==> src/hdl/link_pkg.sv <==
`default_nettype none

package link_pkg;

  // one command word from the control processor
  // dev_id, mod_id, cmd_addr, cmd_data, msb first
  parameter int CMD_W = 32;

  // start-of-frame marker on the line
  parameter logic [7:0] SYNC_BYTE = 8'hA5;

  // sync, four payload bytes, checksum
  parameter int FRAME_BYTES = 6;

  // master line framer
  typedef enum logic [1:0] {
    tx_idle,
    tx_start,
    tx_data,
    tx_stop
  } tx_state_t;

  // slave line deframer
  typedef enum logic [1:0] {
    rx_idle,
    rx_start,
    rx_data,
    rx_stop
  } rx_state_t;

endpackage

`default_nettype wire
==> src/hdl/cmd_link_top.sv <==
`default_nettype none

module cmd_link_top #(
  parameter int         BIT_DIV = 8,
  parameter logic [7:0] DEV_ID  = 8'h12
) (
  //clk rst
  input  logic        clk_sys,
  input  logic        rst_n,
  //control spi
  input  logic        spi_csn,
  input  logic        spi_sck,
  input  logic        spi_mosi,
  //485 line
  input  logic        rx_line,
  output logic        tx_line,
  output logic        tx_de,
  output logic        tx_busy,
  //slave register readback
  input  logic [3:0]  rd_addr,
  output logic [7:0]  rd_data,
  output logic [15:0] ok_cnt,
  output logic [15:0] err_cnt,
  output logic [7:0]  last_mod
);
  import link_pkg::*;

  logic [CMD_W-1:0] cmd_word;
  logic             cmd_vld;

  cspi_rx u_cspi_rx (
    .clk_sys  (clk_sys),
    .rst_n    (rst_n),
    .spi_csn  (spi_csn),
    .spi_sck  (spi_sck),
    .spi_mosi (spi_mosi),
    .cmd_word (cmd_word),
    .cmd_vld  (cmd_vld)
  );

  // master side
  line_tx #(
    .BIT_DIV (BIT_DIV)
  ) u_line_tx (
    .clk_sys  (clk_sys),
    .rst_n    (rst_n),
    .cmd_word (cmd_word),
    .cmd_vld  (cmd_vld),
    .tx_line  (tx_line),
    .tx_de    (tx_de),
    .tx_busy  (tx_busy)
  );

  // slave node
  line_rx #(
    .BIT_DIV (BIT_DIV),
    .DEV_ID  (DEV_ID)
  ) u_line_rx (
    .clk_sys  (clk_sys),
    .rst_n    (rst_n),
    .rx_line  (rx_line),
    .rd_addr  (rd_addr),
    .rd_data  (rd_data),
    .ok_cnt   (ok_cnt),
    .err_cnt  (err_cnt),
    .last_mod (last_mod)
  );

endmodule

`default_nettype wire

==> src/hdl/line_rx.sv <==
`default_nettype none

module line_rx #(
  parameter int         BIT_DIV = 8,
  parameter logic [7:0] DEV_ID  = 8'h12
) (
  input  logic        clk_sys,
  input  logic        rst_n,
  input  logic        rx_line,
  input  logic [3:0]  rd_addr,
  output logic [7:0]  rd_data,
  output logic [15:0] ok_cnt,
  output logic [15:0] err_cnt,
  output logic [7:0]  last_mod
);
  import link_pkg::*;

  localparam int DIV_W = $clog2(BIT_DIV);
  // sample point, counted from start-bit detection
  localparam logic [DIV_W-1:0] MID  = DIV_W'((BIT_DIV - 1) / 2);
  localparam logic [DIV_W-1:0] LAST = DIV_W'(BIT_DIV - 1);
  localparam logic [2:0] CSUM_IDX = 3'(FRAME_BYTES - 1);

  logic [2:0]       rx_sync;
  logic             rx_s;
  logic             rx_d;
  rx_state_t        state;
  logic [DIV_W-1:0] div_cnt;
  logic [2:0]       bit_idx;
  logic [2:0]       byte_idx;
  logic [7:0]       shift_q;
  logic [7:0]       frm_q [4];
  logic [7:0]       regs [16];
  logic [7:0]       csum;
  logic             stop_smp;
  logic             frm_ok;
  logic             frm_bad;

  always_ff @(posedge clk_sys or negedge rst_n) begin
    if (!rst_n) begin
      rx_sync <= 3'b111;
    end else begin
      rx_sync <= {rx_sync[1:0], rx_line};
    end
  end

  assign rx_s = rx_sync[1];
  assign rx_d = rx_sync[2];

  always_ff @(posedge clk_sys or negedge rst_n) begin
    if (!rst_n) begin
      state   <= rx_idle;
      div_cnt <= '0;
      bit_idx <= '0;
    end else begin
      div_cnt <= div_cnt + 1'b1;
      case (state)
        rx_idle: begin
          div_cnt <= '0;
          if (rx_d && !rx_s) begin
            state <= rx_start;
          end
        end
        rx_start: begin
          // start bit must still be low at mid-bit, else a glitch
          if (div_cnt == MID) begin
            div_cnt <= '0;
            bit_idx <= '0;
            state   <= rx_s ? rx_idle : rx_data;
          end
        end
        rx_data: begin
          if (div_cnt == LAST) begin
            div_cnt <= '0;
            bit_idx <= bit_idx + 1'b1;
            if (bit_idx == 3'd7) begin
              state <= rx_stop;
            end
          end
        end
        rx_stop: begin
          if (div_cnt == LAST) begin
            state <= rx_idle;
          end
        end
        default: state <= rx_idle;
      endcase
    end
  end

  assign stop_smp = (state == rx_stop) && (div_cnt == LAST);
  assign csum     = frm_q[0] ^ frm_q[1] ^ frm_q[2] ^ frm_q[3];
  assign frm_ok   = stop_smp && rx_s && byte_idx == CSUM_IDX && shift_q == csum
                    && frm_q[0] == DEV_ID;
  // only bytes inside a frame count as errors
  assign frm_bad  = stop_smp && byte_idx != 3'd0
                    && (!rx_s || (byte_idx == CSUM_IDX && shift_q != csum));

  // payload bytes 1..4 land in the frame buffer
  always_ff @(posedge clk_sys) begin
    if (state == rx_data && div_cnt == LAST) begin
      shift_q <= {rx_s, shift_q[7:1]};
    end
    if (stop_smp && rx_s && byte_idx != 3'd0 && byte_idx != CSUM_IDX) begin
      frm_q[2'(byte_idx - 3'd1)] <= shift_q;
    end
  end

  // hunt for sync at slot 0, any error drops back to the hunt
  always_ff @(posedge clk_sys or negedge rst_n) begin
    if (!rst_n) begin
      byte_idx <= '0;
    end else if (stop_smp) begin
      if (!rx_s || byte_idx == CSUM_IDX) begin
        byte_idx <= '0;
      end else if (byte_idx != 3'd0 || shift_q == SYNC_BYTE) begin
        byte_idx <= byte_idx + 1'b1;
      end
    end
  end

  always_ff @(posedge clk_sys or negedge rst_n) begin
    if (!rst_n) begin
      ok_cnt   <= '0;
      err_cnt  <= '0;
      last_mod <= '0;
      for (int i = 0; i < 16; i++) begin
        regs[i] <= '0;
      end
    end else begin
      if (frm_ok) begin
        regs[frm_q[2][3:0]] <= frm_q[3];
        ok_cnt              <= ok_cnt + 1'b1;
        last_mod            <= frm_q[1];
      end
      if (frm_bad) begin
        err_cnt <= err_cnt + 1'b1;
      end
    end
  end

  assign rd_data = regs[rd_addr];

endmodule

`default_nettype wire

==> src/hdl/line_tx.sv <==
`default_nettype none

module line_tx #(
  parameter int BIT_DIV = 8
) (
  input  logic                       clk_sys,
  input  logic                       rst_n,
  input  logic [link_pkg::CMD_W-1:0] cmd_word,
  input  logic                       cmd_vld,
  output logic                       tx_line,
  output logic                       tx_de,
  output logic                       tx_busy
);
  import link_pkg::*;

  localparam int DIV_W = $clog2(BIT_DIV);
  localparam logic [2:0] LAST_BYTE = 3'(FRAME_BYTES - 1);

  tx_state_t        state;
  logic [DIV_W-1:0] div_cnt;
  logic [2:0]       bit_idx;
  logic [2:0]       byte_idx;
  logic [CMD_W-1:0] cmd_q;
  logic [7:0]       csum_q;
  logic [7:0]       cur_byte;
  logic             bit_end;
  logic             accept;

  // no queue, a command during a frame is lost
  assign accept  = cmd_vld && (state == tx_idle);
  assign bit_end = (div_cnt == DIV_W'(BIT_DIV - 1));

  always_ff @(posedge clk_sys) begin
    if (accept) begin
      cmd_q  <= cmd_word;
      csum_q <= cmd_word[31:24] ^ cmd_word[23:16] ^ cmd_word[15:8] ^ cmd_word[7:0];
    end
  end

  // byte on the line for the current frame slot
  always_comb begin
    case (byte_idx)
      3'd0:    cur_byte = SYNC_BYTE;
      3'd1:    cur_byte = cmd_q[31:24];
      3'd2:    cur_byte = cmd_q[23:16];
      3'd3:    cur_byte = cmd_q[15:8];
      3'd4:    cur_byte = cmd_q[7:0];
      default: cur_byte = csum_q;
    endcase
  end

  always_ff @(posedge clk_sys or negedge rst_n) begin
    if (!rst_n) begin
      state    <= tx_idle;
      div_cnt  <= '0;
      bit_idx  <= '0;
      byte_idx <= '0;
    end else begin
      if (state == tx_idle || bit_end) begin
        div_cnt <= '0;
      end else begin
        div_cnt <= div_cnt + 1'b1;
      end

      case (state)
        tx_idle: begin
          if (accept) begin
            state    <= tx_start;
            byte_idx <= '0;
          end
        end
        tx_start: begin
          if (bit_end) begin
            state   <= tx_data;
            bit_idx <= '0;
          end
        end
        tx_data: begin
          if (bit_end) begin
            bit_idx <= bit_idx + 1'b1;
            if (bit_idx == 3'd7) begin
              state <= tx_stop;
            end
          end
        end
        tx_stop: begin
          // next byte follows straight after the stop bit
          if (bit_end) begin
            if (byte_idx == LAST_BYTE) begin
              state    <= tx_idle;
              byte_idx <= '0;
            end else begin
              state    <= tx_start;
              byte_idx <= byte_idx + 1'b1;
            end
          end
        end
        default: state <= tx_idle;
      endcase
    end
  end

  // lsb first, line idles high
  always_comb begin
    case (state)
      tx_start: tx_line = 1'b0;
      tx_data:  tx_line = cur_byte[bit_idx];
      default:  tx_line = 1'b1;
    endcase
  end

  assign tx_de   = (state != tx_idle);
  assign tx_busy = tx_de | cmd_vld;

endmodule

`default_nettype wire

==> src/hdl/cspi_rx.sv <==
`default_nettype none

module cspi_rx (
  input  logic                       clk_sys,
  input  logic                       rst_n,
  input  logic                       spi_csn,
  input  logic                       spi_sck,
  input  logic                       spi_mosi,
  output logic [link_pkg::CMD_W-1:0] cmd_word,
  output logic                       cmd_vld
);
  import link_pkg::*;

  localparam int CNT_W = $clog2(CMD_W + 2);
  localparam logic [CNT_W-1:0] CNT_MAX = CNT_W'(CMD_W + 1);

  // two sync flops per pin, the extra flop is for edge detect
  logic [1:0]       csn_sync;
  logic [1:0]       sck_sync;
  logic [1:0]       mosi_sync;
  logic             csn_d;
  logic             sck_d;
  logic [CNT_W-1:0] bit_cnt;
  logic [CMD_W-1:0] shift_q;
  logic             csn_rise;
  logic             csn_fall;
  logic             sck_rise;

  always_ff @(posedge clk_sys or negedge rst_n) begin
    if (!rst_n) begin
      csn_sync  <= 2'b11;
      sck_sync  <= 2'b00;
      mosi_sync <= 2'b00;
      csn_d     <= 1'b1;
      sck_d     <= 1'b0;
    end else begin
      csn_sync  <= {csn_sync[0], spi_csn};
      sck_sync  <= {sck_sync[0], spi_sck};
      mosi_sync <= {mosi_sync[0], spi_mosi};
      csn_d     <= csn_sync[1];
      sck_d     <= sck_sync[1];
    end
  end

  assign csn_rise = csn_sync[1] & ~csn_d;
  assign csn_fall = ~csn_sync[1] & csn_d;
  // mode 0, only count edges inside the transfer
  assign sck_rise = sck_sync[1] & ~sck_d & ~csn_sync[1];

  // bit count saturates one above a full word, so long transfers fail too
  always_ff @(posedge clk_sys or negedge rst_n) begin
    if (!rst_n) begin
      bit_cnt <= '0;
      cmd_vld <= 1'b0;
    end else begin
      cmd_vld <= csn_rise && (bit_cnt == CNT_W'(CMD_W));
      if (csn_fall) begin
        bit_cnt <= '0;
      end else if (sck_rise && bit_cnt != CNT_MAX) begin
        bit_cnt <= bit_cnt + 1'b1;
      end
    end
  end

  // msb arrives first
  always_ff @(posedge clk_sys) begin
    if (sck_rise) begin
      shift_q <= {shift_q[CMD_W-2:0], mosi_sync[1]};
    end
  end

  assign cmd_word = shift_q;

endmodule

`default_nettype wire

==> config.mk <==
export PLATFORM = sky130hd
export DESIGN_NAME = cmd_link_top
export DESIGN_NICKNAME = d
export VERILOG_FILES = /design/src/hdl/link_pkg.sv /design/src/hdl/cmd_link_top.sv /design/src/hdl/line_rx.sv /design/src/hdl/line_tx.sv /design/src/hdl/cspi_rx.sv
export SDC_FILE = /design/constraint.sdc
export NUM_CORES = 1
export LEC_CHECK = 0
export BUFFER_PORTS_ARGS = -buffer_cell sky130_fd_sc_hd__buf_4
export CAP_MARGIN = 5
export CORE_ASPECT_RATIO = 1.2
export CORE_MARGIN = 3
export CORE_UTILIZATION = 40
export DETAILED_ROUTE_END_ITERATION = 10
export PLACE_DENSITY = 0.58
export REMOVE_ABC_BUFFERS = 1
export SLEW_MARGIN = 20
export SYNTH_ARGS = -nofsm -noshare
export SYNTH_HDL_FRONTEND = slang
export SYNTH_HIERARCHICAL = 1
export SYNTH_SLANG_ARGS = --single-unit
==> constraint.sdc <==
create_clock -name clk_sys -period 2.9 [get_ports clk_sys]
set_clock_uncertainty 0.1 [all_clocks]
set_input_delay 0.145 -clock clk_sys [delete_from_list [all_inputs] [get_ports clk_sys]]
set_output_delay 0.145 -clock clk_sys [all_outputs]
set_load 0.03 [all_outputs]
==> impl.org <==
** Logic synthesis
- Yosys mapped a number of flops with a built-in enable equal to 112.
- Instance count of the mapped netlist :: 913
- The most used flip-flop cell after synthesis is sky130_fd_sc_hd__dfrtp_1.
- Post-synth design cell area :: 0.0141 sq mm
- In the synthesized netlist the async set-or-reset flop fraction comes to 65.0%.
- Count of warnings emitted by yosys :: 6
- Number of distinct library cells after synthesis :: 73
- Mean post-synth cell area :: 15.4 sq um
- Sequential elements use 60.9% of the synthesized area.
- Synthesis-stage register bit count :: 320

** Timing
- Max-slew violation count :: 0
- The smallest clock period supported by the final layout is computed as 2780 ps.
- Top achievable clock speed :: 359 MHz
- Headroom to the max-slew limit came out at 52.0%.
- Setup violations remaining at the end of the flow were counted as 0.
- The number of hold violations in the final report is 0.
- Final worst hold slack :: 96.4 ps
- Post-layout worst setup margin :: 116 ps
- Share of the clock period used by the worst path :: 96.0%
- At the pin with the least slew margin, the transition time is 717 ps.

** Route
- The first detailed-routing pass took 4 iterations.
- Across all layers, the routed design uses 7,885 vias.
- The routed design has 28,800 um of wire.
- In this run, the number of DRC markers left after iteration 0 of detailed routing was 430.
- In the routed layout, each cell is associated on average with a via count of 5.22.
- After detailed routing, the number of remaining DRC violations is 0.
- Remaining antenna violation count :: 0
- Wire per inst :: 19.0 um

** Placement
- The placed instances occupy a cell area of 0.0153 sq mm.
- Placer's final routability congestion estimate :: 0.762
- Worst setup timing slack at the placement stage :: 91.3 ps
- Final HPWL from detailed placement :: 19,600 um
- During placement, the flow inserted port buffers numbering 60.
- In this run, placement finished with an instance count of 1,436.

** Power
- Clock share of power :: 46.9%
- Net switching power :: 2.08 mW
- LEAKAGE :: 7.30 nW
- Power spread over the standard cell area amounts to 584 mW/mm^2.
- Switching share of power :: 21.3%
- The internal power of the cells totals 7.66 mW.
- Proportion of power drawn by flip-flops and latches :: 49.2%
- Across the VDD grid, the largest voltage drop is 458 uV.
- Combinational cells account for 3.9% of the total power.
- Overall power consumption after layout is estimated at 9.74 mW.

** Floorplanning
- Vertical extent of the die :: 212 um
- The region available for standard cell placement spans 0.0344 sq mm.
- The die is 177 um wide.
- Effective utilization at floorplan :: 41.0%
- Row count :: 74
- Boundary Pins :: 61
- Die outline area :: 0.0375 sq mm

** Critical path
- STA classifies the critical path endpoint as an output pin.
- The setup check on the worst reg-to-reg path leaves a slack of 180 ps.
- Critical path startpoint category :: flop
- Largest delay share family, worst path :: compound AO/OA/AOI/OAI gates
- Class of the most critical setup path :: reg -> out
- In this design, the stage delay of the slowest critical-path cell is 380 ps.
- Worst-path maximum fanout :: 13
- Data arrival time of the worst path :: 2540 ps
- Number of buffers and inverters on the critical path :: 2
- Library cell contributing the largest single delay on the critical path :: sky130_fd_sc_hd__dfrtp_1
- Dominant cell type by count on the critical path :: sky130_fd_sc_hd__buf_4
- Data on the critical path is required at its endpoint by 2650 ps.
- Cell chain of the critical path :: buf_4, maj3_2, and2_4, a22oi_1, nand3_1, a221oi_2, o311ai_1, buf_4

** Finish
- Area growth syn-to-layout :: 18.2%
- Summing all multi-input logic gate instances after layout gives 0.00530 sq mm.
- Count of nets after finishing :: 1,064
- Fill count :: 2,956
- 0 antenna diodes ended up in the layout.
- Share of cells above drive strength 1 :: 35.9%
- The count of cells in the finished layout, fillers not included, comes to 1,511.
- Area taken by flip-flops and latches :: 0.00858 sq mm
- With fillers left out, the area of the finished cells amounts to 0.0167 sq mm.

** Global routing
- Entering global routing, the biggest net connects 87 pins.
- Global route overflow :: 0
- The initial antenna violation count is 0.
- Global routing used 15.8% of the available tracks across all layers.
- The number of global-route vias before repair came to 8,307.
- The first global-routing pass estimated 46,600 um of wire.

** Clock network
- Clock transition at the register clock pins on the worst setup and hold paths after CTS :: 60 ps
- Largest buffer count on any clock path :: 3
- Clock latency on the worst-skew pair, taken at its later pin, is 520 ps.
- Number of CTS-inserted buffers :: 35
- Clock sinks :: 320
- The root buffer cell chosen for the clock tree is sky130_fd_sc_hd__clkbuf_16.
- CTS H-tree lvls :: 2
- TritonCTS built the clock tree.

** Status
- The run finished with clean final reports.

** Flow run
- Max-capacitance violation count :: 0

** Min path
- The tightest min-delay check is of the in -> async type.
-- repair_timing --
action | in CTS | in global routing
setup endpoints to repair | 1 | 28
setup buffers | 0 | 6
cloned | 0 | 0
endpoints found under the hold margin | 84 | 0
hold buffers | 5 | 0
gates resized for setup | 2 | 5
pin swaps | 0 | 4
-- routing by layer --
metal,GRT usage (%),vias up,share of wire (%)
met5,0,-,0
met4,4.90,0,2.3
met3,2.55,44,3.2
met2,26.7,138,51
met1,21.0,4067,43
li1,-,3636,-
-- through the flow --
step	TNS, ps	util [%]
after CTS	0	48.3
after floorplan	-14210	-
final	0	48.5
after global routing	-20.9	48.5
after detailed placement	0	44.7
after global placement	0	44.7
-- cell usage in the layout, fill, tap and decap left out, types with 8 or more instances in the layout --
| cell type | synthesis | routed |
|---|---|---|
| sky130_fd_sc_hd__a21oi_1 | 15 | 15 |
| sky130_fd_sc_hd__a22oi_1 | 11 | 11 |
| sky130_fd_sc_hd__and2_1 | 9 | 9 |
| sky130_fd_sc_hd__and3_1 | 11 | 11 |
| sky130_fd_sc_hd__buf_4 | 4 | 103 |
| sky130_fd_sc_hd__clkbuf_16 | 0 | 37 |
| sky130_fd_sc_hd__clkinv_2 | 0 | 8 |
| sky130_fd_sc_hd__dfrtp_1 | 202 | 200 |
| sky130_fd_sc_hd__edfxtp_1 | 112 | 112 |
| sky130_fd_sc_hd__ha_1 | 26 | 26 |
| sky130_fd_sc_hd__inv_1 | 18 | 18 |
| sky130_fd_sc_hd__mux2_2 | 137 | 137 |
| sky130_fd_sc_hd__mux4_2 | 40 | 40 |
| sky130_fd_sc_hd__nand2_1 | 43 | 43 |
| sky130_fd_sc_hd__nand3_1 | 15 | 15 |
| sky130_fd_sc_hd__nand4_1 | 15 | 15 |
| sky130_fd_sc_hd__nor2_1 | 17 | 17 |
| sky130_fd_sc_hd__nor2b_1 | 15 | 14 |
| sky130_fd_sc_hd__nor3_1 | 8 | 8 |
| sky130_fd_sc_hd__o21ai_0 | 15 | 15 |
| sky130_fd_sc_hd__xnor2_1 | 55 | 55 |
| sky130_fd_sc_hd__xnor3_1 | 8 | 8 |
| sky130_fd_sc_hd__xor2_1 | 15 | 15 |
-- cells in the mapped netlist, drive strengths merged (18+ instances only) --
master	count	area (sq um)
xnor2	55	482
clkbuf	21	78.8
dfrtp	202	5050
mux4	40	901
mux2	138	1550
inv	18	67.6
edfxtp	112	3360
ha	26	325
nand2	43	161
nand3	24	195
-- sequential cells by signal (all words and copies together) (netlist names), 2 cells and up, named ones only --
signal               count
u_line_rx/byte_idx       3
u_cspi_rx/csn_sync       2
u_line_rx/frm_q         32
u_line_rx/last_mod       8
u_line_rx/rx_sync        3
u_line_tx/div_cnt        3
u_cspi_rx/cmd_word      32
u_line_tx/csum_q         8
u_cspi_rx/bit_cnt        6
u_line_rx/shift_q        8
u_line_rx/ok_cnt        16
u_line_rx/div_cnt        3
u_line_rx/err_cnt       16
u_line_tx/byte_idx       3
u_line_tx/state          2
u_cspi_rx/sck_sync       2
u_line_rx/regs         128
u_line_tx/bit_idx        3
u_line_tx/cmd_q         32
u_cspi_rx/mosi_sync      2
u_line_rx/bit_idx        3
-- path summary, 6_finish.rpt --
| path | startpoint | end | cells past startpoint |
|---|---|---|---|
| min in group clk_sys | rx_line | u_line_rx/rx_sync[0] | 2 |
| min | rst_n | u_line_tx/state[0] | 2 |
| max reg2reg | u_line_rx/div_cnt[0] | u_line_rx/regs[42] | 8 |
| max | u_line_tx/byte_idx[2] | tx_line | 8 |
| min reg2reg | u_cspi_rx/sck_sync[0] | u_cspi_rx/sck_sync[1] | 0 |
| max in group asynchronous | rst_n | u_line_rx/rx_sync[1] | 3 |
-- kinds of logic (layout without fill, tap and decap cells) --
kind of cell    count (synthesis)  count (layout)  synth area share (%)
compound gates                 72              72                  3.55
xor+xnor                       78              78                  5.63
fa+ha+maj                      27              27                  2.39
buf+inv                        55             197                  1.70
flops                         320             320                  60.9
mux                           181             181                  17.6
simple gates                  180             180                  8.23
-- power by group through the flow --
stage | combinational [mW] | clock [mW] | sequential (mW)
after floorplan | 0.191 | 0 | 4.88
after global placement | 0.381 | 0 | 4.88
after detailed placement | 0.386 | 0 | 4.88
after CTS | 0.393 | 4.71 | 4.79
after global routing | 0.443 | 4.90 | 4.80
final | 0.381 | 4.56 | 4.79
-- cell type report --
class,count,share of cell area [%]
sequential,320,51.5
multi-input combinational,538,31.8
clock buffer,48,6.17
timing repair buffer,115,5.66
tap,456,3.42
clock inverter,16,1.04
inverter,18,0.406
No activity file was read; power rests on OpenSTA's default activity.
